$ cat config.mk
export PLATFORM = sky130hd
export DESIGN_NAME = mem_stage
export DESIGN_NICKNAME = d
export VERILOG_FILES = /design/src/logic/lsu_pkg.sv /design/src/logic/lsu_load.sv /design/src/logic/mem_stage.sv
export VERILOG_INCLUDE_DIRS = /design/src /design/src/include
export SDC_FILE = /design/constraint.sdc
export NUM_CORES = 1
export LEC_CHECK = 0
export ABC_AREA = 1
export BUFFER_PORTS_ARGS = -buffer_cell sky130_fd_sc_hd__buf_4
export CAP_MARGIN = 20
export CELL_PAD_IN_SITES_DETAIL_PLACEMENT = 1
export CELL_PAD_IN_SITES_GLOBAL_PLACEMENT = 1
export CORE_MARGIN = 5
export CORE_UTILIZATION = 38
export CTS_CLUSTER_SIZE = 25
export DETAILED_ROUTE_END_ITERATION = 7
export PLACE_DENSITY = 0.95
export SYNTH_ARGS = -nofsm -noshare
export SYNTH_HDL_FRONTEND = slang
export SYNTH_SLANG_ARGS = --single-unit
$ cat constraint.sdc
create_clock -name i_clk -period 9 [get_ports i_clk]
set_input_delay 1.8 -clock i_clk [delete_from_list [all_inputs] [get_ports i_clk]]
set_output_delay 1.8 -clock i_clk [all_outputs]
set_load 0.01 [all_outputs]
$ cat src/include/lsu_params.svh
// width and depth macros for the load/store path, included by lsu_pkg and data_sram
`ifndef LSU_PARAMS_SVH
`define LSU_PARAMS_SVH

// data word and byte address width
`define LSU_WORD_WD 64

// register file index width
`define LSU_GPR_ADDR_WD 5

// data sram depth in 64-bit words, as log2 (2 KiB)
`define LSU_SRAM_AW 8

`endif

$ cat src/logic/lsu_pkg.sv
// shared types of the load/store path; modules take them by wildcard import
`default_nettype none

package lsu_pkg;

  `include "lsu_params.svh"

  typedef logic [`LSU_WORD_WD-1:0]     word_t;      // data word or byte address
  typedef logic [`LSU_GPR_ADDR_WD-1:0] gpr_addr_t;
  typedef logic [2:0]                  mem_op_t;    // funct3 style: [2] unsigned, [1:0] size
  typedef logic [`LSU_WORD_WD/8-1:0]   strb_t;      // one bit per byte lane

  // op handed over by execute
  typedef struct packed {
    logic      gpr_wen;
    gpr_addr_t rd;
    logic      mem_ren;
    logic      mem_wen;
    mem_op_t   mem_op;
    word_t     alu_result;  // result, or address for loads and stores
    word_t     store_data;
  } ex_to_ms_t;

  typedef struct packed {
    logic      gpr_wen;
    gpr_addr_t rd;
    word_t     result;
  } ms_to_ws_t;

  // forwarded to decode
  typedef struct packed {
    gpr_addr_t rd;
    word_t     value;
  } bypass_t;

  typedef struct packed {
    logic  wen;
    word_t addr;
    strb_t wstrb;
    word_t wdata;
  } sram_req_t;

endpackage

`default_nettype wire

$ cat src/logic/lsu_load.sv
// load aligner: picks the addressed bytes from an sram word and extends them to 64 bits
`timescale 1ns/1ps
`default_nettype none

module lsu_load
  import lsu_pkg::*;
(
  input  wire logic [2:0] i_addr_low,
  input  wire word_t      i_rdata,
  input  wire mem_op_t    i_mem_op,
  output word_t           o_rdata
);

  word_t shifted;
  logic  sext;

  assign sext = ~i_mem_op[2];  // lbu, lhu, lwu clear it

  // addressed byte moved down to lane 0
  assign shifted = i_rdata >> {i_addr_low, 3'b000};

  always_comb begin
    unique case (i_mem_op[1:0])
      2'd0: begin
        o_rdata = {{56{sext & shifted[7]}}, shifted[7:0]};
      end
      2'd1: begin
        o_rdata = {{48{sext & shifted[15]}}, shifted[15:0]};
      end
      2'd2: begin
        o_rdata = {{32{sext & shifted[31]}}, shifted[31:0]};
      end
      default: begin
        o_rdata = shifted;  // ld, nothing to extend
      end
    endcase
  end

endmodule

`default_nettype wire

$ cat src/logic/mem_stage.sv
// memory stage: waits for sram data_ok, formats load data, drives write-back and bypass buses
`timescale 1ns/1ps
`default_nettype none

module mem_stage
  import lsu_pkg::*;
(
  input  wire logic      i_clk,
  input  wire logic      i_reset,
  // from request stage
  input  wire logic      i_rs_valid,
  input  wire ex_to_ms_t i_rs_bus,
  output logic           o_ms_allowin,
  // from data sram
  input  wire logic      i_data_ok,
  input  wire word_t     i_rdata,
  // to write-back
  input  wire logic      i_ws_allowin,
  output logic           o_ws_valid,
  output ms_to_ws_t      o_ws_bus,
  // to decode
  output bypass_t        o_bypass
);

  logic      ms_valid;
  ex_to_ms_t ms_bus;
  logic      ms_is_mem;
  logic      ms_ready_go;
  logic      data_held;    // answer came in while write-back was stalled
  word_t     rdata_hold;
  word_t     rdata_sel;
  word_t     load_data;
  word_t     final_result;

  assign ms_is_mem   = ms_bus.mem_ren || ms_bus.mem_wen;
  assign ms_ready_go = !ms_is_mem || i_data_ok || data_held;

  assign o_ms_allowin = !ms_valid || (ms_ready_go && i_ws_allowin);
  assign o_ws_valid   = ms_valid && ms_ready_go;

  always_ff @(posedge i_clk) begin
    if (i_reset) begin
      ms_valid <= 1'b0;
    end else if (o_ms_allowin) begin
      ms_valid <= i_rs_valid;
    end
  end

  always_ff @(posedge i_clk) begin
    if (i_rs_valid && o_ms_allowin) begin
      ms_bus <= i_rs_bus;
    end
  end

  // data_ok is a one-cycle pulse, keep it until the op leaves
  always_ff @(posedge i_clk) begin
    if (i_reset) begin
      data_held <= 1'b0;
    end else if (o_ms_allowin) begin
      data_held <= 1'b0;
    end else if (i_data_ok) begin
      data_held <= 1'b1;
    end
  end

  always_ff @(posedge i_clk) begin
    if (i_data_ok) begin
      rdata_hold <= i_rdata;
    end
  end

  assign rdata_sel = data_held ? rdata_hold : i_rdata;

  lsu_load u_lsu_load (
    .i_addr_low (ms_bus.alu_result[2:0]),
    .i_rdata    (rdata_sel),
    .i_mem_op   (ms_bus.mem_op),
    .o_rdata    (load_data)
  );

  assign final_result = ms_bus.mem_ren ? load_data : ms_bus.alu_result;

  always_comb begin
    o_ws_bus.gpr_wen = ms_bus.gpr_wen;
    o_ws_bus.rd      = ms_bus.rd;
    o_ws_bus.result  = final_result;
  end

  // zero when empty or no register write
  always_comb begin
    o_bypass.rd    = (ms_valid && ms_bus.gpr_wen) ? ms_bus.rd : '0;
    o_bypass.value = (ms_valid && ms_bus.gpr_wen) ? final_result : '0;
  end

endmodule

`default_nettype wire

Yosys cells after proc, flatten, opt, wreduce, memory -nomap -nowiden
Cells that the tools add are included.
{"block": "totals", "register_bits": 141, "input_bits": 208, "out_inout_bits": 141, "wordCells": 33}
{"block": "classes", "n_eq_ne": 2, "shifts": 1, "n_mux": 5, "n_bitwise": 4, "reduce_logical": 12}
{"cell": "$mux 64", "count": 3}
{"cell": "$pmux 64 s3", "count": 1}
{"cell": "$shr 64x6->64", "count": 1}
{"cell": "$mux 5", "count": 1}
{"cell": "$logic_and 1x1->1", "count": 4}
{"cell": "$logic_or 1x1->1", "count": 4}
{"cell": "$and 1x1->1", "count": 3}
{"cell": "$eq 2x1->1 const B", "count": 1}
{"cell": "$eq 2x2->1 const B", "count": 1}
{"cell": "$logic_not 1->1", "count": 2}
{"cell": "$logic_not 2->1", "count": 1}
{"cell": "$reduce_or 2->1", "count": 1}
{"cell": "$not 1->1", "count": 1}

Depth between registers and ports, before layout
{"block": "depth", "ltp_word": 7, "ltp_mapped": 14, "ltp_nobuf": 11}

Cells and area by module
From an unflattened synthesis, not the netlist that was laid out.
{"block": "unflattened", "hier_cells": 997, "area_unflattened_um2": 8877.3}
{"mod": "mem_stage", "n_inst": 1, "cells_each": 522, "area_each_um2": 6498.7, "seq_area_each_um2": 4214.0}
{"mod": "lsu_load", "n_inst": 1, "cells_each": 475, "area_each_um2": 2378.5, "seq_area_each_um2": 0.0}

Least setup slack after synthesis
OpenSTA, ideal clock, no wires.
{"block": "synth_timing", "path_kind": "input -> register", "start": "in i_data_ok", "end": "reg ms_bus[100] (netlist bit), enable pin", "setup_time_ns": 0.509, "arrival_time_ns": 5.109, "required_ns": 8.491, "setup_slack_ns": 3.382, "path_stages": 4, "n_path_buf": 0, "cell_sequence": "nor2_1 > nand2_1 > a21oi_1 > nor2_1"}
{"block": "synth_between", "elab_chain_len": 5}
{"element": "start: declaration", "line": "mem_stage.sv:15", "rtl": "input wire logic i_data_ok,"}
{"element": "$logic_or 1x1->1 (2 in series)", "line": "mem_stage.sv:36", "rtl": "assign ms_ready_go = !ms_is_mem || i_data_ok || data_held;"}
{"element": "$logic_and 1x1->1", "line": "mem_stage.sv:38", "rtl": "assign o_ms_allowin = !ms_valid || (ms_ready_go && i_ws_allowin);"}
{"element": "$logic_or 1x1->1", "line": "mem_stage.sv:38"}
{"element": "$logic_and 1x1->1", "line": "mem_stage.sv:50", "rtl": "if (i_rs_valid && o_ms_allowin) begin"}
{"element": "end signal: assignment", "line": "mem_stage.sv:51", "rtl": "ms_bus <= i_rs_bus;"}
{"element": "end: declaration", "line": "mem_stage.sv:26", "rtl": "ex_to_ms_t ms_bus;"}
Every way passes these cells.
A chain may end at the register's enable or synchronous reset.

==> impl_results.md <==
* Outcome: finished clean
* Buffers on Ports at around 280
* Relative slew margins at 0.345
* Largest net degree at the start of global routing at 78
* Synth area leaders: edfxtp_1 48%, nand3_1 12%, nand2_1 12%, nor2_1 5.0%, or2_2 3.6%
* Worst-Margin Slew at a little under 1 ns
* Routed WL per cell at 22.0 um
* Sequential fraction of the synthesis area at 0.480
* Arr. time, crit path at around 4.0 ns
* Met1 wire length at around 14000 um
* Peak Freq at 171 MHz
* DR vias at 9139
* Fin crit share at 0.648
* Post-Syn Instances at roughly 1.1k
* Number of global-route vias before repair at approximately 9.3k
* Via/cell ratio at about 5.6
* Synthesized flop and latch total at roughly 140
* Met3 Routed Length at a little over 3000 um
* Crit path from: i_rdata[55]
* Max FO, Critical Path at 33
* Synth warn at 0
* Die area at around 26000 sq um
* First-pass GRT wire length at about 53000 um
* Synth Area per Inst at between 8 and 9 sq um
* Overflow after GRT at 0
* Clk slew on worst S/H paths at about 0.060 ns
* Hold Startpoint: ms_valid
* Library cells used by synthesis at 38
* Finish-stage setup viols at 0
* Worst Path Required at between 7 and 8 ns
* TritonCTS buffer count at 17
* Worst r2r src: ms_bus[132]
* Setup tns final at 0 ns
* Pre-antenna DRT Iters at 5
* Unrepaired setup endpoints after global routing: false
* Highest routed layer: met5
* Final ANT Viol Nets at 0
* Chip width at between 150 and 200 um
* Starting density of the core at 0.387
* Crit path capture type: output port
* Kind of critical path: primary input to output port
* Max-Cap Viols at 0
* GRT Total Usage at 0.261
* Post-synth top area share at 0.475
* Post-layout min period at 5.84 ns
* Met2 wire length at between 15000 and 20000 um
* DP HPWL at around 26000 um
* Core area at around 23000 sq um
* Routability cong. at 0.916
* Layout cells sized above 1 at 0.307
* Mapped Nets at 1302
* Tot Pwr at slightly below 0.002 W
* Worst-Skew Late Latency at around 0.43 ns
* Critical path startpoint category: primary input
* Netlist Area Pre-Place at roughly 8800 sq um
* Residual DRC count at 0
* Leakage Power at 5.31 nW
* Pwr/cell area at roughly 170 nW/um^2
* Synth-to-layout area growth at 30.5%
* H-tree depth reported by CTS at 4
* I/O pins at 349
* Slew Viols, Final at 0
* Placement Rows at between 50 and 60
* Maximum vdd drop at 0.129 mV
* Nets at 1532
* Total wire length at between 30000 and 40000 um
* Post-CTS Setup Repair Bufs at 0
* Clock sinks at between 100 and 150
* Setup Skew at 0.00376 ns
* Initial DRC count at 1078
* Hold Vio Cnt, Final at 0
* CTS root buf: clkbuf_16
* CTS tree: built
* Area leader, netlist: edfxtp_1
* Hold bufs inserted after CTS at 0
* Max Root-Sink Buffers at 2
* Die Span Y at approximately 160 um
* Post-cts resize count at 0
* Antenna violations before repair at 1
* Worst min path class: register to register
[synth_stat cells, drive strengths merged]
| cell | n |
|---|---|
| a41oi | 1 |
| nor2 | 127 |
| nor3 | 13 |
| o311ai | 1 |
| a21oi | 34 |
| inv | 74 |
| clkbuf | 27 |
| and2 | 5 |
| a22oi | 1 |
| a31oi | 2 |
| o21a | 1 |
| or2 | 51 |
| nand3 | 217 |
| edfxtp | 139 |
| o211ai | 16 |
| o21ai | 14 |
| nand2 | 279 |
| nand4 | 33 |
| dfxtp | 2 |
| buf | 54 |
| clkinv | 3 |
[layer usage]
| metal | global-route usage | vias up |
|---|---|---|
| met2 | 0.446 | 485 |
| li1 | - | 4150 |
| met5 | 0 | - |
| met4 | 0.0919 | 2 |
| met3 | 0.0693 | 93 |
| met1 | 0.320 | 4409 |
[per-stage QoR]
stage          utilization  cells  hold slack (ns)  cell area (sq um)  setup WS (ns)
4_1_cts              0.505   1622            0.689              11500           3.23
5_1_grt              0.505   1622            0.738              11500           3.04
3_5_place_dp         0.479   1590            0.679              10900           3.28
6_report             0.505   1623            0.681              11500           3.16
3_3_place_gp         0.479   1590            0.642              10900           3.37
2_1_floorplan            -   1094            0.618               8790           3.38
[final cells by class]
| class | instances | area (sq um) |
|---|---|---|
| fill | 2772 | 11200 |
| sequential | 141 | 4220 |
| multi-input combinational | 795 | 3810 |
| timing repair buffer | 292 | 2190 |
| clock buffer | 17 | 425 |
| tap | 285 | 357 |
| inverter | 77 | 292 |
| clock inverter | 15 | 171 |
| antenna | 1 | 2.50 |
[cell usage in the layout (no fill, tap or decap), types with 6 or more instances in the layout]
cell,count
a21oi_1,33
nand2_1,276
o21ai_0,9
edfxtp_1,139
o211ai_1,16
nand4_1,33
or2_2,51
nor2_1,116
inv_1,70
nand3_1,210
nor2_4,6
nor3_2,10
buf_4,292
clkbuf_16,17
[registers in the layout (all words and copies together), names as in the netlist]
name and flops:
ms_bus 69, rdata_hold 64, o_ws_bus 6, data_held 1, ms_valid 1
[power breakdown]
group          switching (W)  total (W)  internal [W]
clock               0.000302   0.000737      0.000435
combinational       0.000282   0.000458      0.000176
sequential         0.0000163   0.000791      0.000775
[critical path, stage by stage]
cell     delay [ns]
buf_4          0.08
nand2_1        0.07
nand3_1        0.15
nand3_1        0.14
nand3_1        0.21
nand3_4        0.36
nand2_4        0.39
inv_1          0.17
nand2_1        0.15
nand2_1        0.10
nor2_1         0.22
buf_4          0.18
[final timing paths]
check / cells past startpoint / slack, ns / to
setup / recovery: 12 / 3.16 / o_bypass[30]
hold / removal: 4 / 0.68 / data_held
setup reg to reg: 6 / 6.27 / o_ws_bus[68]
hold reg to reg: 4 / 0.68 / data_held
[kinds of logic after synthesis]
logic type      after synthesis  share of synthesized area
simple gates                725                      0.386
compound gates               70                     0.0466
flops                       141                      0.480
buf+inv                     158                     0.0877
Power figures use the tool's default switching activity.
