## src/include/lsu_params.svh

```systemverilog
// width and depth macros for the load/store path, included by lsu_pkg and data_sram
`ifndef LSU_PARAMS_SVH
`define LSU_PARAMS_SVH

// data word and byte address width
`define LSU_WORD_WD 64

// register file index width
`define LSU_GPR_ADDR_WD 5

// data sram depth in 64-bit words, as log2 (2 KiB)
`define LSU_SRAM_AW 8

`endif

```

## src/logic/lsu_pkg.sv

```systemverilog
// shared types of the load/store path; modules take them by wildcard import
`default_nettype none

package lsu_pkg;

  `include "lsu_params.svh"

  typedef logic [`LSU_WORD_WD-1:0]     word_t;      // data word or byte address
  typedef logic [`LSU_GPR_ADDR_WD-1:0] gpr_addr_t;
  typedef logic [2:0]                  mem_op_t;    // funct3 style: [2] unsigned, [1:0] size
  typedef logic [`LSU_WORD_WD/8-1:0]   strb_t;      // one bit per byte lane

  // op handed over by execute
  typedef struct packed {
    logic      gpr_wen;
    gpr_addr_t rd;
    logic      mem_ren;
    logic      mem_wen;
    mem_op_t   mem_op;
    word_t     alu_result;  // result, or address for loads and stores
    word_t     store_data;
  } ex_to_ms_t;

  typedef struct packed {
    logic      gpr_wen;
    gpr_addr_t rd;
    word_t     result;
  } ms_to_ws_t;

  // forwarded to decode
  typedef struct packed {
    gpr_addr_t rd;
    word_t     value;
  } bypass_t;

  typedef struct packed {
    logic  wen;
    word_t addr;
    strb_t wstrb;
    word_t wdata;
  } sram_req_t;

endpackage

`default_nettype wire

```

## src/logic/lsu_store.sv

```systemverilog
// store formatter: byte strobe and lane-replicated write data for one store access
`timescale 1ns/1ps
`default_nettype none

module lsu_store
  import lsu_pkg::*;
(
  input  wire logic [2:0] i_addr_low,    // byte offset within the word
  input  wire mem_op_t    i_mem_op,
  input  wire word_t      i_store_data,
  output strb_t           o_wstrb,
  output word_t           o_wdata
);

  // data is copied into every lane, the strobe picks the one that counts
  always_comb begin
    unique case (i_mem_op[1:0])
      2'd0: begin  // sb
        o_wdata = {8{i_store_data[7:0]}};
        o_wstrb = strb_t'(8'b0000_0001 << i_addr_low);
      end
      2'd1: begin  // sh
        o_wdata = {4{i_store_data[15:0]}};
        o_wstrb = strb_t'(8'b0000_0011 << i_addr_low);
      end
      2'd2: begin  // sw
        o_wdata = {2{i_store_data[31:0]}};
        o_wstrb = strb_t'(8'b0000_1111 << i_addr_low);
      end
      default: begin  // sd, whole word
        o_wdata = i_store_data;
        o_wstrb = 8'hff;
      end
    endcase
  end

endmodule

`default_nettype wire

```

## src/logic/mem_req_stage.sv

```systemverilog
// request stage between execute and memory stage, issues the sram access as its op moves on
`timescale 1ns/1ps
`default_nettype none

module mem_req_stage
  import lsu_pkg::*;
(
  input  wire logic      i_clk,
  input  wire logic      i_reset,
  // from execute
  input  wire logic      i_ex_valid,
  input  wire ex_to_ms_t i_ex_op,
  output logic           o_ex_allowin,
  // to memory stage
  input  wire logic      i_ms_allowin,
  output logic           o_rs_valid,
  output ex_to_ms_t      o_rs_bus,
  // to data sram
  output logic           o_sram_req,
  output sram_req_t      o_sram_bus
);

  logic      rs_valid;
  ex_to_ms_t rs_bus;
  logic      rs_is_mem;
  strb_t     st_wstrb;
  word_t     st_wdata;

  // always ready to go, so only the next stage can stall us
  assign o_ex_allowin = !rs_valid || i_ms_allowin;

  always_ff @(posedge i_clk) begin
    if (i_reset) begin
      rs_valid <= 1'b0;
    end else if (o_ex_allowin) begin
      rs_valid <= i_ex_valid;
    end
  end

  always_ff @(posedge i_clk) begin
    if (i_ex_valid && o_ex_allowin) begin
      rs_bus <= i_ex_op;
    end
  end

  assign o_rs_valid = rs_valid;
  assign o_rs_bus   = rs_bus;

  assign rs_is_mem = rs_bus.mem_ren || rs_bus.mem_wen;

  // req fires with the forward transfer, data_ok then meets the op in mem_stage
  assign o_sram_req = rs_valid && i_ms_allowin && rs_is_mem;

  lsu_store u_lsu_store (
    .i_addr_low   (rs_bus.alu_result[2:0]),
    .i_mem_op     (rs_bus.mem_op),
    .i_store_data (rs_bus.store_data),
    .o_wstrb      (st_wstrb),
    .o_wdata      (st_wdata)
  );

  always_comb begin
    o_sram_bus.wen   = rs_bus.mem_wen;
    o_sram_bus.addr  = rs_bus.alu_result;
    o_sram_bus.wstrb = rs_bus.mem_wen ? st_wstrb : '0;  // loads write nothing
    o_sram_bus.wdata = st_wdata;
  end

endmodule

`default_nettype wire

```

## config.mk

```make
export PLATFORM = sky130hd
export DESIGN_NAME = mem_req_stage
export DESIGN_NICKNAME = d
export VERILOG_FILES = /design/src/logic/lsu_pkg.sv /design/src/logic/lsu_store.sv /design/src/logic/mem_req_stage.sv
export VERILOG_INCLUDE_DIRS = /design/src /design/src/include
export SDC_FILE = /design/constraint.sdc
export NUM_CORES = 1
export LEC_CHECK = 0
export ABC_CLOCK_PERIOD_IN_PS = 6200
export BUFFER_PORTS_ARGS = -buffer_cell sky130_fd_sc_hd__buf_2
export CAP_MARGIN = 25
export CORE_AREA = 2 2 166 168
export CTS_CLUSTER_DIAMETER = 200
export DETAILED_ROUTE_END_ITERATION = 12
export DIE_AREA = 0 0 168 170
export SYNTH_ARGS = -nofsm -noshare
export SYNTH_HDL_FRONTEND = slang
export SYNTH_SLANG_ARGS = --single-unit
```

## constraint.sdc

```tcl
create_clock -name i_clk -period 6.2 [get_ports i_clk]
set_input_delay 1.86 -clock i_clk [delete_from_list [all_inputs] [get_ports i_clk]]
set_output_delay 1.86 -clock i_clk [all_outputs]
set_load 0.01 [all_outputs]
```

* Yosys cells after proc, flatten, opt, wreduce, memory -nomap -nowiden *
Cells that the tools add are included.

storage, ports and cells
  output and inout bits = 279
  word-level logic and storage cells = 23
  register bits = 140
  input bits = 143

operators by class
  reduce and logical (&&, ||, !) cells = 7
  eq/ne operators = 2
  multiplexer cells = 3
  shifts and indexed selects = 3

operators with widths
  cell                                                                   count
  64-bit one-hot mux with 3 select lines                                 1
  8-bit one-hot mux with 3 select lines                                  1
  8-bit 2-to-1 mux                                                       1
  1-bit by 3-bit << shifter with 8-bit output, first input constant      1
  2-bit by 3-bit << shifter with 8-bit output, first input constant      1
  4-bit by 3-bit << shifter with 8-bit output, first input constant      1
  1-bit logical AND                                                      3
  2-bit by 1-bit equality test with 1-bit output, second input constant  1
  2-bit equality test, second input constant                             1
  2-bit logical NOT                                                      1
  1-bit logical OR                                                       2
  1-bit logical NOT                                                      1

* Depth between registers and ports, before layout *
Gate-level depths: netlist (run 1).

  depth after elaboration = 3
  mapped depth = 8
  depth with buffers taken out = 5

* Modules after synthesis *
A second synthesis (run 1) with hierarchy kept.

unflattened totals
  cells, all modules = 366
  area, all modules = 5818.1 um^2

modules (own cells, without submodules)
  module         area an instance (um^2)  sequential area each (um^2)  instances  cells each
  mem_req_stage  4777.1                   4194.0                       1          218
  lsu_store      1041.0                   0.0                          1          148

* Least setup slack after synthesis (run 1) *
No wires, ideal clock.

  path type = input -> register
  from = input port i_ms_allowin
  to = register rs_bus (netlist bit o_rs_bus[0]), enable pin
  setup time = 515 ps
  data required time = 5685 ps
  path buffers = 0
  cell stages on the path = 2
  arrival time = 5267 ps
  path slack = 418 ps
  cells stage by stage = nand2b_1 and2_1

on the way
  longest elaborated chain between the ends = 2

RTL lines
  element               RTL line             RTL
  from (decl)           mem_req_stage.sv:15  input wire logic i_ms_allowin,
  1-bit logical OR      mem_req_stage.sv:30  assign o_ex_allowin = !rs_valid || i_ms_allowin;
  1-bit logical AND     mem_req_stage.sv:41  if (i_ex_valid && o_ex_allowin) begin
  to (signal assigned)  mem_req_stage.sv:42  rs_bus <= i_ex_op;
  to (decl)             mem_req_stage.sv:24  ex_to_ms_t rs_bus;

Every way passes these cells.
A chain may end at the register's enable or synchronous reset.

==> metrics.yaml, run 1 <==
worst_setup_path:
  cp_max_fo: 16
  cp.arrival_ns: 2.84
  startpoint_type: "flip-flop"
  r2r-start: "o_rs_valid"
  required_ns: 4.34
  worstSetupEndpoint: "o_sram_bus[45]"
  path_buf_inv: 2
  cp.depth: 5
  cpMaxStageDelayCell: "nor2b_2"
  cpPeakStageDelay_ns: 0.85
  rr_worst_depth: 3
  reg2reg_slack_ns: 4.50
  rr_endpoint: "o_rs_bus[13]"
  end_kind: "output pin"
  cp_top_family: "simple AND/OR/NAND/NOR gates"
  crit_chain: "inv_1, ha_1, nor2b_2, a221o_1, buf_2"
  crit_type: "reg -> out"
  crit_path_start: "o_rs_bus[128]"
final_layout:
  final_common_cell: "buf_2"
  synthToLayoutAreaGrowth_pct: 42.7
  final_cell_area_sq_mm: 0.00833
  layout_common_cells: "buf_2 (421), edfxtp_1 (139), clkbuf_16 (17)"
  fin_nets: 871
  drive_above_1_share_pct: 62.7
die:
  rows: 60
  die_x_um: 168
  ioPinCount: 422
  coreArea_sq_mm: 0.0267
  dieArea_sq_mm: 0.0286
  die_y_um: 170
  initial_core_util_pct: 21.9
clock_network:
  cts-root-buf: "clkbuf_16"
  cts_resized: 0
  clkTransAtPathRegs_ns: 0.07
  numClockSinks: 140
  numCtsBuffers: 17
  cts_buffer_depth: 2
  cts_setup_buffers: 0
  clock_latency_ns: 0.42
  cts_hold_buffers: 0
  htreeDepth: 4
  cts_tree: "yes"
timing:
  hold_viol: 0
  skew_ns: 0.0109
  rsz0062_at_grt: "no"
  hold_ws_ns: 0.553
  period_needed_ns: 4.70
  final_max_slew_viol_count: 0
  setup_viol: 0
  slew_headroom_pct: 37.8
  worst_slew_pin_slew_ns: 0.932
  final.setup.tns_ns: 0
  fmax_mhz: 213
  min_period_over_period_pct: 75.8
  setup_ws_ns: 1.50
worst_hold_path:
  holdCritPathClass: "reg -> reg"
place:
  pre_cts_slack_ns: 1.89
  dpl-instance-area_sq_mm: 0.00774
  place_congestion: 0.795
  io_buffers: 421
  dpl.hpwl_um: 17200
drt:
  via_count: 4530
  drt_wl_total_um: 22100
  drt-initial-drc-count: 288
  drc_errors: 0
  viasPerCell: 4.21
  first_pass_iters: 4
  antenna_left: 0
  routedWlPerCell_um: 20.5
yosys:
  synth-seq-cells: 140
  netlist_instances: 371
  syn_avg_cell_area_sq_um: 15.7
  synth-seq-area-share_pct: 71.9
  syn_area_sq_mm: 0.00584
  synth_cell_type_count: 34
  ys_warn_count: 0
  synth_nets: 520
power_and_ir_drop:
  p_per_area_mw_per_mm2: 302
  ir_drop_mv: 0.144
  p_leak_nw: 3.84
global_routing:
  grt_max_degree: 140
  grt_pass1_vias: 4446
  antenna_found_initial: 4
  grt_pass1_wl_um: 30100
  grt-ovfl-total: 0
  grt_use_total_pct: 14.8
run_status:
  status: "completed"
run:
  maxCapViolCount: 0
-- worst min path at each step --
| stage | depth (start not counted) | to | slack [ns] | start |
|---|---|---|---|---|
| global placement | 2 | o_rs_valid | 0.53 | o_rs_valid |
| CTS | 2 | o_rs_valid | 0.56 | o_rs_valid |
| finish | 2 | o_rs_valid | 0.55 | o_rs_valid |
| detailed placement | 2 | o_rs_valid | 0.55 | o_rs_valid |
| floorplan | 2 | o_rs_valid | 0.61 | o_rs_valid |
| global route | 2 | o_rs_valid | 0.62 | o_rs_valid |
-- per-layer routing --
| metal | vias up | wire (um) | GRT usage (%) |
|---|---|---|---|
| met4 | 2 | 297 | 4.20 |
| met2 | 273 | 10900 | 25.4 |
| met5 | - | 13 | 0 |
| li1 | 2044 | - | - |
| met3 | 18 | 1790 | 5.30 |
| met1 | 2193 | 9100 | 17.6 |
-- sequential cells by signal (all words and copies together) (netlist names) --
name,cells
o_rs_bus,139
o_rs_valid,1
-- logic make-up after synthesis --
| group | share of synthesized area [%] |
|---|---|
| flops | 71.9 |
| buf+inv | 11.6 |
| compound gates | 11.7 |
| simple gates | 3.34 |
| fa+ha+maj | 1.29 |
| mux | 0.193 |
-- cell type report --
| cell class | count | area, sq um |
|---|---|---|
| fillers | 2732 | 18300 |
| repair buffers | 424 | 2150 |
| clock inverters | 14 | 138 |
| clock buffers | 17 | 425 |
| well taps | 341 | 427 |
| diodes | 2 | 5.00 |
| flip-flops and latches | 140 | 4190 |
| multi-input cells | 135 | 975 |
| inverters | 4 | 15.0 |
-- worst register-to-register path, stage by stage (launching register included) --
cell and delay [ns]:
dfxtp_1 0.33, nand2b_1 0.11, and2_4 0.16, buf_12 0.41
-- where the power goes --
group	total, mW	internal (mW)	switching [mW]
Combinational	0.354	0.153	0.202
Sequential	1.16	1.11	0.0500
Clock	1.00	0.561	0.442
Total	2.52	1.82	0.693
-- synth_stat cells, drive strengths merged --
master / n / area share [%]
a2bb2oi: 1 / 0.15
a221o: 15 / 2.6
nand2: 12 / 0.77
o211a: 1 / 0.17
ha: 6 / 1.3
o31a: 1 / 0.15
nand2b: 1 / 0.11
and2: 1 / 0.11
dfxtp: 1 / 0.34
and3b: 1 / 0.15
a211oi: 3 / 0.39
a22o: 16 / 2.4
a21oi: 3 / 0.26
buf: 84 / 11
nor3b: 2 / 0.26
o22ai: 1 / 0.11
o31ai: 1 / 0.13
o21a: 3 / 0.39
nor2b: 3 / 0.45
or2: 2 / 0.21
clkbuf: 8 / 0.51
mux2: 1 / 0.19
edfxtp: 139 / 72
inv: 4 / 0.26
a22oi: 16 / 2.1
o21ai: 9 / 0.77
a21o: 16 / 2.1
nor3: 3 / 0.26
nor2: 16 / 1.0
a211o: 1 / 0.15
-- per-stage QoR --
| step | instances | util (%) | total power, mW |
|---|---|---|---|
| after floorplan | 371 | - | 1.37 |
| after global placement | 1043 | 29.1 | 1.54 |
| after detailed placement | 1043 | 29.1 | 1.54 |
| after CTS | 1074 | 31.2 | 2.56 |
| after global routing | 1075 | 31.2 | 2.63 |
| final | 1077 | 31.2 | 2.52 |
(Power assumes the default switching activity.)
==> inputs of run 2 (changes only) <==
ABC_CLOCK_PERIOD_IN_PS = 4300   (was 6200)
CORE_AREA = 2 2 163 165   (was 2 2 166 168)
DIE_AREA = 0 0 165 167   (was 0 0 168 170)
clock period = 4.3 ns   (was 6.2 ns; I/O delays follow)
==> run 2 against run 1 <==
Compared with the run above: sequential share of layout area is 0.20 points lower; cell area is 0.41% higher; combinational power is 44% higher; die area is 3.5% lower; sequential power is 44% higher; core utilization is 1.2 points higher; register-to-register slack worse by 1.9 ns; clock-buffer cell count is 1 higher; routed wire length is 6.3% lower; largest cell class unchanged.
==> metrics.yaml, run 2 (synthesis gave the netlist of run 1 again) <==
die:
  rows: 59  # was 60
  dieArea_sq_mm: 0.0276  # was 0.0286 sq mm
  die_y_um: 167  # was 170 um
  ioPinCount: 422  # unchanged
  initial_core_util_pct: 22.7  # was 21.9%
  die_x_um: 165  # was 168 um
  coreArea_sq_mm: 0.0258  # was 0.0267 sq mm
clock_network:
  clkTransAtPathRegs_ns: 0.07  # about the same
  cts_buffer_depth: 2  # unchanged
  clock_latency_ns: 0.41  # was 0.42 ns
  cts_hold_buffers: 0  # unchanged
  htreeDepth: 4  # unchanged
  cts_tree: "yes"  # unchanged
  numCtsBuffers: 17  # unchanged
  cts_setup_buffers: 0  # unchanged
  numClockSinks: 140  # unchanged
  cts-root-buf: "clkbuf_16"  # unchanged
  cts_resized: 0  # unchanged
global_routing:
  antenna_found_initial: 7  # was 4
  grt_pass1_wl_um: 28400  # was 30100 um
  grt_pass1_vias: 4390  # was 4446
  grt_use_total_pct: 14.4  # was 14.8%
  grt-ovfl-total: 0  # unchanged
  grt_max_degree: 81  # was 140
drt:
  routedWlPerCell_um: 19.2  # was 20.5 um
  viasPerCell: 4.21  # about the same
  drc_errors: 0  # unchanged
  first_pass_iters: 5  # was 4
  drt_wl_total_um: 20700  # was 22100 um
  via_count: 4547  # was 4530
  drt-initial-drc-count: 263  # was 288
  antenna_left: 0  # unchanged
run_status:
  status: "completed"  # unchanged
final_layout:
  fin_nets: 874  # was 871
  layout_common_cells: "buf_2 (421), edfxtp_1 (139), clkbuf_16 (17)"  # unchanged
  synthToLayoutAreaGrowth_pct: 43.3  # was 42.7%
  stdcell_count: 1079  # was 1077
  largest_reg_flops: 139  # unchanged
  drive_above_1_share_pct: 62.7  # about the same
  final_common_cell: "buf_2"  # unchanged
worst_setup_path:
  cp.arrival_ns: 2.58  # was 2.84 ns
  crit_type: "reg -> out"  # unchanged
  cpPeakStageDelay_ns: 0.49  # was 0.85 ns
  cp_max_fo: 10  # was 16
  end_kind: "output pin"  # unchanged
  crit_chain: "inv_1, ha_1, nor3_1, nor2_1, buf_4, a22o_1, buf_2"  # was inv_1, ha_1, nor2b_2, a221o_1, buf_2
  startpoint_type: "flip-flop"  # unchanged
  cpMaxStageDelayCell: "nor2_1"  # was nor2b_2
  required_ns: 3.01  # was 4.34 ns
timing:
  final.setup.tns_ns: 0  # unchanged
  min_period_over_period_pct: 90.1
  skew_ns: 0.0101  # was 0.0109 ns
  slew_headroom_pct: 39.7  # was 37.8%
  rsz0062_at_grt: "no"  # unchanged
  final_max_slew_viol_count: 0  # unchanged
  setup_ws_ns: 0.425  # was 1.50 ns
  worst_slew_pin_slew_ns: 0.901  # was 0.932 ns
  setup_viol: 0  # unchanged
  hold_viol: 0  # unchanged
  period_needed_ns: 3.87
  fmax_mhz: 258
place:
  place_congestion: 0.830  # was 0.795
  io_buffers: 421  # unchanged
  pre_cts_slack_ns: 0.737  # was 1.89 ns
  dp_cells: 1041  # was 1043
  dpl.hpwl_um: 16300  # was 17200 um
run:
  maxCapViolCount: 0  # unchanged
worst_hold_path:
  holdCritPathClass: "reg -> reg"  # unchanged
power_and_ir_drop:
  ir_drop_mv: 0.229  # was 0.144 mV
  p_per_area_mw_per_mm2: 436  # was 302 mW/mm^2
  p_leak_nw: 3.85  # was 3.84 nW
run 2: changes by cell type in the layout (fill, tap and decap cells not counted):
cell / change
buf_4: +4
diode_2: +4
inv_8: +2
clkinv_2: -2
clkbuf_1: +1
buf_8: -1
run 2: critical path: cells and delay by family, from the launching register on:
family                   cells  cell delay, ns
AND/OR/NAND/NOR              2            0.61
adder cells (fa/ha/maj)      1            0.47
buffers and inverters        3            0.51
AO/OA/AOI/OAI                1            0.12
flip-flops                   1            0.46
run 2: stage by stage:
step	instance area [sq um]	util, %	total power [mW]	hold slack, ns
6_report	8360	32.5	3.65	0.571
5_1_grt	8350	32.4	3.81	0.621
4_1_cts	8350	32.4	3.71	0.566
3_5_place_dp	7770	30.1	2.21	0.558
3_3_place_gp	7770	30.1	2.21	0.538
2_1_floorplan	5840	-	1.96	0.605
run 2: area by class of cell:
cell class / count / area (sq um)
timing repair buffer: 427 / 2160
multi-input combinational: 135 / 975
fill: 2587 / 17400
clock buffer: 18 / 429
antenna: 6 / 15.0
sequential: 140 / 4190
inverter: 4 / 15.0
clock inverter: 14 / 150
tap: 335 / 419
run 2: final timing paths:
path / start / end / slack (ns) / cells past startpoint
worst max-delay path: o_rs_bus[128] / o_sram_bus[36] / 0.43 / 7
worst min register to register: o_rs_valid / o_rs_valid / 0.57 / 2
worst max register to register: o_rs_valid / o_rs_bus[25] / 2.64 / 3
worst min-delay path: o_rs_valid / o_rs_valid / 0.57 / 2
run 2: power breakdown:
part           switching [mW]  leakage [nW]  internal, mW
logic                   0.286          2.23         0.221
registers              0.0678          1.35          1.60
clock network           0.649         0.276         0.822
total                    1.00          3.85          2.64
run 2: metal layers:
| layer | wire length (um) | vias to the layer above | track usage [%] |
|---|---|---|---|
| met5 | 7 | - | 0 |
| met4 | 354 | 2 | 4.50 |
| met3 | 1940 | 25 | 5.63 |
| met2 | 10300 | 289 | 24.7 |
| met1 | 8100 | 2173 | 16.5 |
| li1 | - | 2058 | - |
==> inputs of run 3 (changes only) <==
ABC_CLOCK_PERIOD_IN_PS = 5000   (was 4300)
CORE_AREA = 2 2 166 168   (was 2 2 163 165)
DIE_AREA = 0 0 168 170   (was 0 0 165 167)
clock period = 5 ns   (was 4.3 ns; I/O delays follow)
==> run 3 against run 2 <==
Compared with the run above: final cell count decreased by 0.28%; routed wire length increased by 7.2%; clock skew about the same; critical path type unchanged; critical endpoint is now o_sram_bus[56]; largest cell class unchanged.
==> metrics.yaml, run 3 (synthesis gave the netlist of run 1 again) <==
worst_setup_path:
  reg2reg_slack_ns: 3.35  # was 2.64 ns
  cp.arrival_ns: 2.75  # was 2.58 ns
  end_kind: "output pin"  # unchanged
  r2r-start: "o_rs_valid"  # unchanged
  startpoint_type: "flip-flop"  # unchanged
  rr_endpoint: "o_rs_bus[9]"  # was o_rs_bus[25]
  cp_max_fo: 16  # was 10
  rr_worst_depth: 3  # unchanged
  crit_type: "reg -> out"  # unchanged
  required_ns: 3.50  # was 3.01 ns
worst_hold_path:
  hold_path_depth: 2  # unchanged
  min-delay-start: "o_rs_valid"  # unchanged
  min_to: "o_rs_valid"  # unchanged
  holdCritPathClass: "reg -> reg"  # unchanged
timing:
  period_needed_ns: 4.25
  fmax_mhz: 235
  worst_slew_pin_slew_ns: 0.871  # was 0.901 ns
  skew_ns: 0.0103  # was 0.0101 ns
  rsz0062_at_grt: "no"  # unchanged
  min_period_over_period_pct: 85.0
  setup_viol: 0  # unchanged
  final.setup.tns_ns: 0  # unchanged
  final_max_slew_viol_count: 0  # unchanged
  slew_headroom_pct: 41.6  # was 39.7%
  hold_ws_ns: 0.572  # was 0.571 ns
  hold_viol: 0  # unchanged
final_layout:
  drive_above_1_share_pct: 62.6  # was 62.7%
  synthToLayoutAreaGrowth_pct: 44.0  # was 43.3%
  antennaDiodeCount: 0  # was 6
  finish.utilization_pct: 31.5  # was 32.5%
  fin_nets: 872  # was 874
  final_cell_area_sq_mm: 0.00840  # was 0.00836 sq mm
  layout_common_cells: "buf_2 (421), edfxtp_1 (139), clkbuf_16 (17)"  # unchanged
  final_common_cell: "buf_2"  # unchanged
  largest_reg_flops: 139  # unchanged
  fill_cells: 2730  # was 2587
clock_network:
  clkTransAtPathRegs_ns: 0.07  # about the same
  numCtsBuffers: 17  # unchanged
  numClockSinks: 140  # unchanged
  cts_hold_buffers: 0  # unchanged
  clock_latency_ns: 0.42  # was 0.41 ns
  htreeDepth: 4  # unchanged
  cts_buffer_depth: 2  # unchanged
  cts_tree: "yes"  # unchanged
  cts_resized: 0  # unchanged
  cts_setup_buffers: 0  # unchanged
  cts-root-buf: "clkbuf_16"  # unchanged
die:
  ioPinCount: 422  # unchanged
  coreArea_sq_mm: 0.0267  # was 0.0258 sq mm
  die_x_um: 168  # was 165 um
  die_y_um: 170  # was 167 um
  initial_core_util_pct: 21.9  # was 22.7%
  dieArea_sq_mm: 0.0286  # was 0.0276 sq mm
  rows: 60  # was 59
drt:
  via_count: 4595  # was 4547
  routedWlPerCell_um: 20.6  # was 19.2 um
  first_pass_iters: 5  # unchanged
  antenna_left: 0  # unchanged
  drc_errors: 0  # unchanged
  drt_wl_total_um: 22200  # was 20700 um
  drt-initial-drc-count: 228  # was 263
  viasPerCell: 4.27  # was 4.21
power_and_ir_drop:
  internal-power_mw: 2.41  # was 2.64 mW
  power_frac_seq_pct: 43.9  # was 45.7%
  p_leak_nw: 3.88  # was 3.85 nW
  ir_drop_mv: 0.187  # was 0.229 mV
  switching_power_uw: 866  # was 1.00 mW
  p_per_area_mw_per_mm2: 391  # was 436 mW/mm^2
  swShare_pct: 26.4  # was 27.5%
  clockPowerShare_pct: 42.8  # was 40.3%
  combPwrFrac_pct: 13.3  # was 13.9%
global_routing:
  grt_max_degree: 84  # was 81
  antenna_found_initial: 1  # was 7
  grt_use_total_pct: 14.7  # was 14.4%
  grt_pass1_vias: 4412  # was 4390
  grt-ovfl-total: 0  # unchanged
  grt_pass1_wl_um: 29800  # was 28400 um
run_status:
  status: "completed"  # unchanged
place:
  place_congestion: 0.821  # was 0.830
  io_buffers: 421  # unchanged
  dpl.hpwl_um: 17400  # was 16300 um
  dpl-instance-area_sq_mm: 0.00775  # was 0.00777 sq mm
run:
  maxCapViolCount: 0  # unchanged
==> run 3: changes by cell type in the layout (fill, tap and decap cells not counted), sizes merged <==
cell | previous run | this run
clkinv | 2 | 3
diode | 6 | 0
inv | 12 | 10
buf | 427 | 425
bufinv | 1 | 4
clkinvlp | 3 | 1
clkbuf | 18 | 17
==> run 3: power groups by stage <==
stage	sequential [mW]	combinational, mW	clock [mW]
2_1_floorplan	1.48	0.213	0
4_1_cts	1.44	0.440	1.45
6_report	1.44	0.436	1.40
3_5_place_dp	1.47	0.440	0
3_3_place_gp	1.47	0.435	0
5_1_grt	1.45	0.470	1.49
==> run 3: cell type report <==
cell class	count	area (sq um)	area share, %
Clock buffer	17	425	5.06
Clock inverter	14	209	2.49
Inverter	4	15.0	0.179
Multi-Input combinational cell	135	975	11.6
Sequential cell	140	4190	49.9
Tap cell	341	427	5.08
Timing Repair Buffer	425	2160	25.7
==> run 3: per-layer routing <==
layer / vias to the layer above / track usage (%) / wire length (um)
li1: 2044 / - / -
met1: 2208 / 16.5 / 8620
met2: 313 / 25.8 / 11100
met3: 28 / 5.21 / 1960
met4: 2 / 5.22 / 479
met5: - / 0 / 12
==> run 3: worst max-delay path, stage by stage, from the launching register on <==
cell and delay [ns]:
edfxtp_1 0.46, inv_1 0.14, ha_1 0.51, nor2b_2 0.82
a221o_1 0.26, buf_2 0.15
==> run 3: through the flow <==
stage               power (mW)  instances  worst slack (ns)
global placement          1.90       1044              1.13
floorplan                 1.69        371              1.13
CTS                       3.34       1075             0.600
detailed placement        1.91       1044              1.06
finish                    3.28       1076             0.749
global route              3.41       1076             0.477
==> run 3: worst max-delay path by stage <==
| stage | from | to | cells after the start |
|---|---|---|---|
| after floorplan | i_ms_allowin | o_rs_bus[0] | 2 |
| after global placement | o_rs_bus[128] | o_sram_bus[18] | 5 |
| after detailed placement | o_rs_bus[128] | o_sram_bus[23] | 5 |
| after CTS | o_rs_bus[129] | o_sram_bus[38] | 6 |
| after global routing | o_rs_bus[128] | o_sram_bus[38] | 6 |
| final | o_rs_bus[128] | o_sram_bus[56] | 5 |
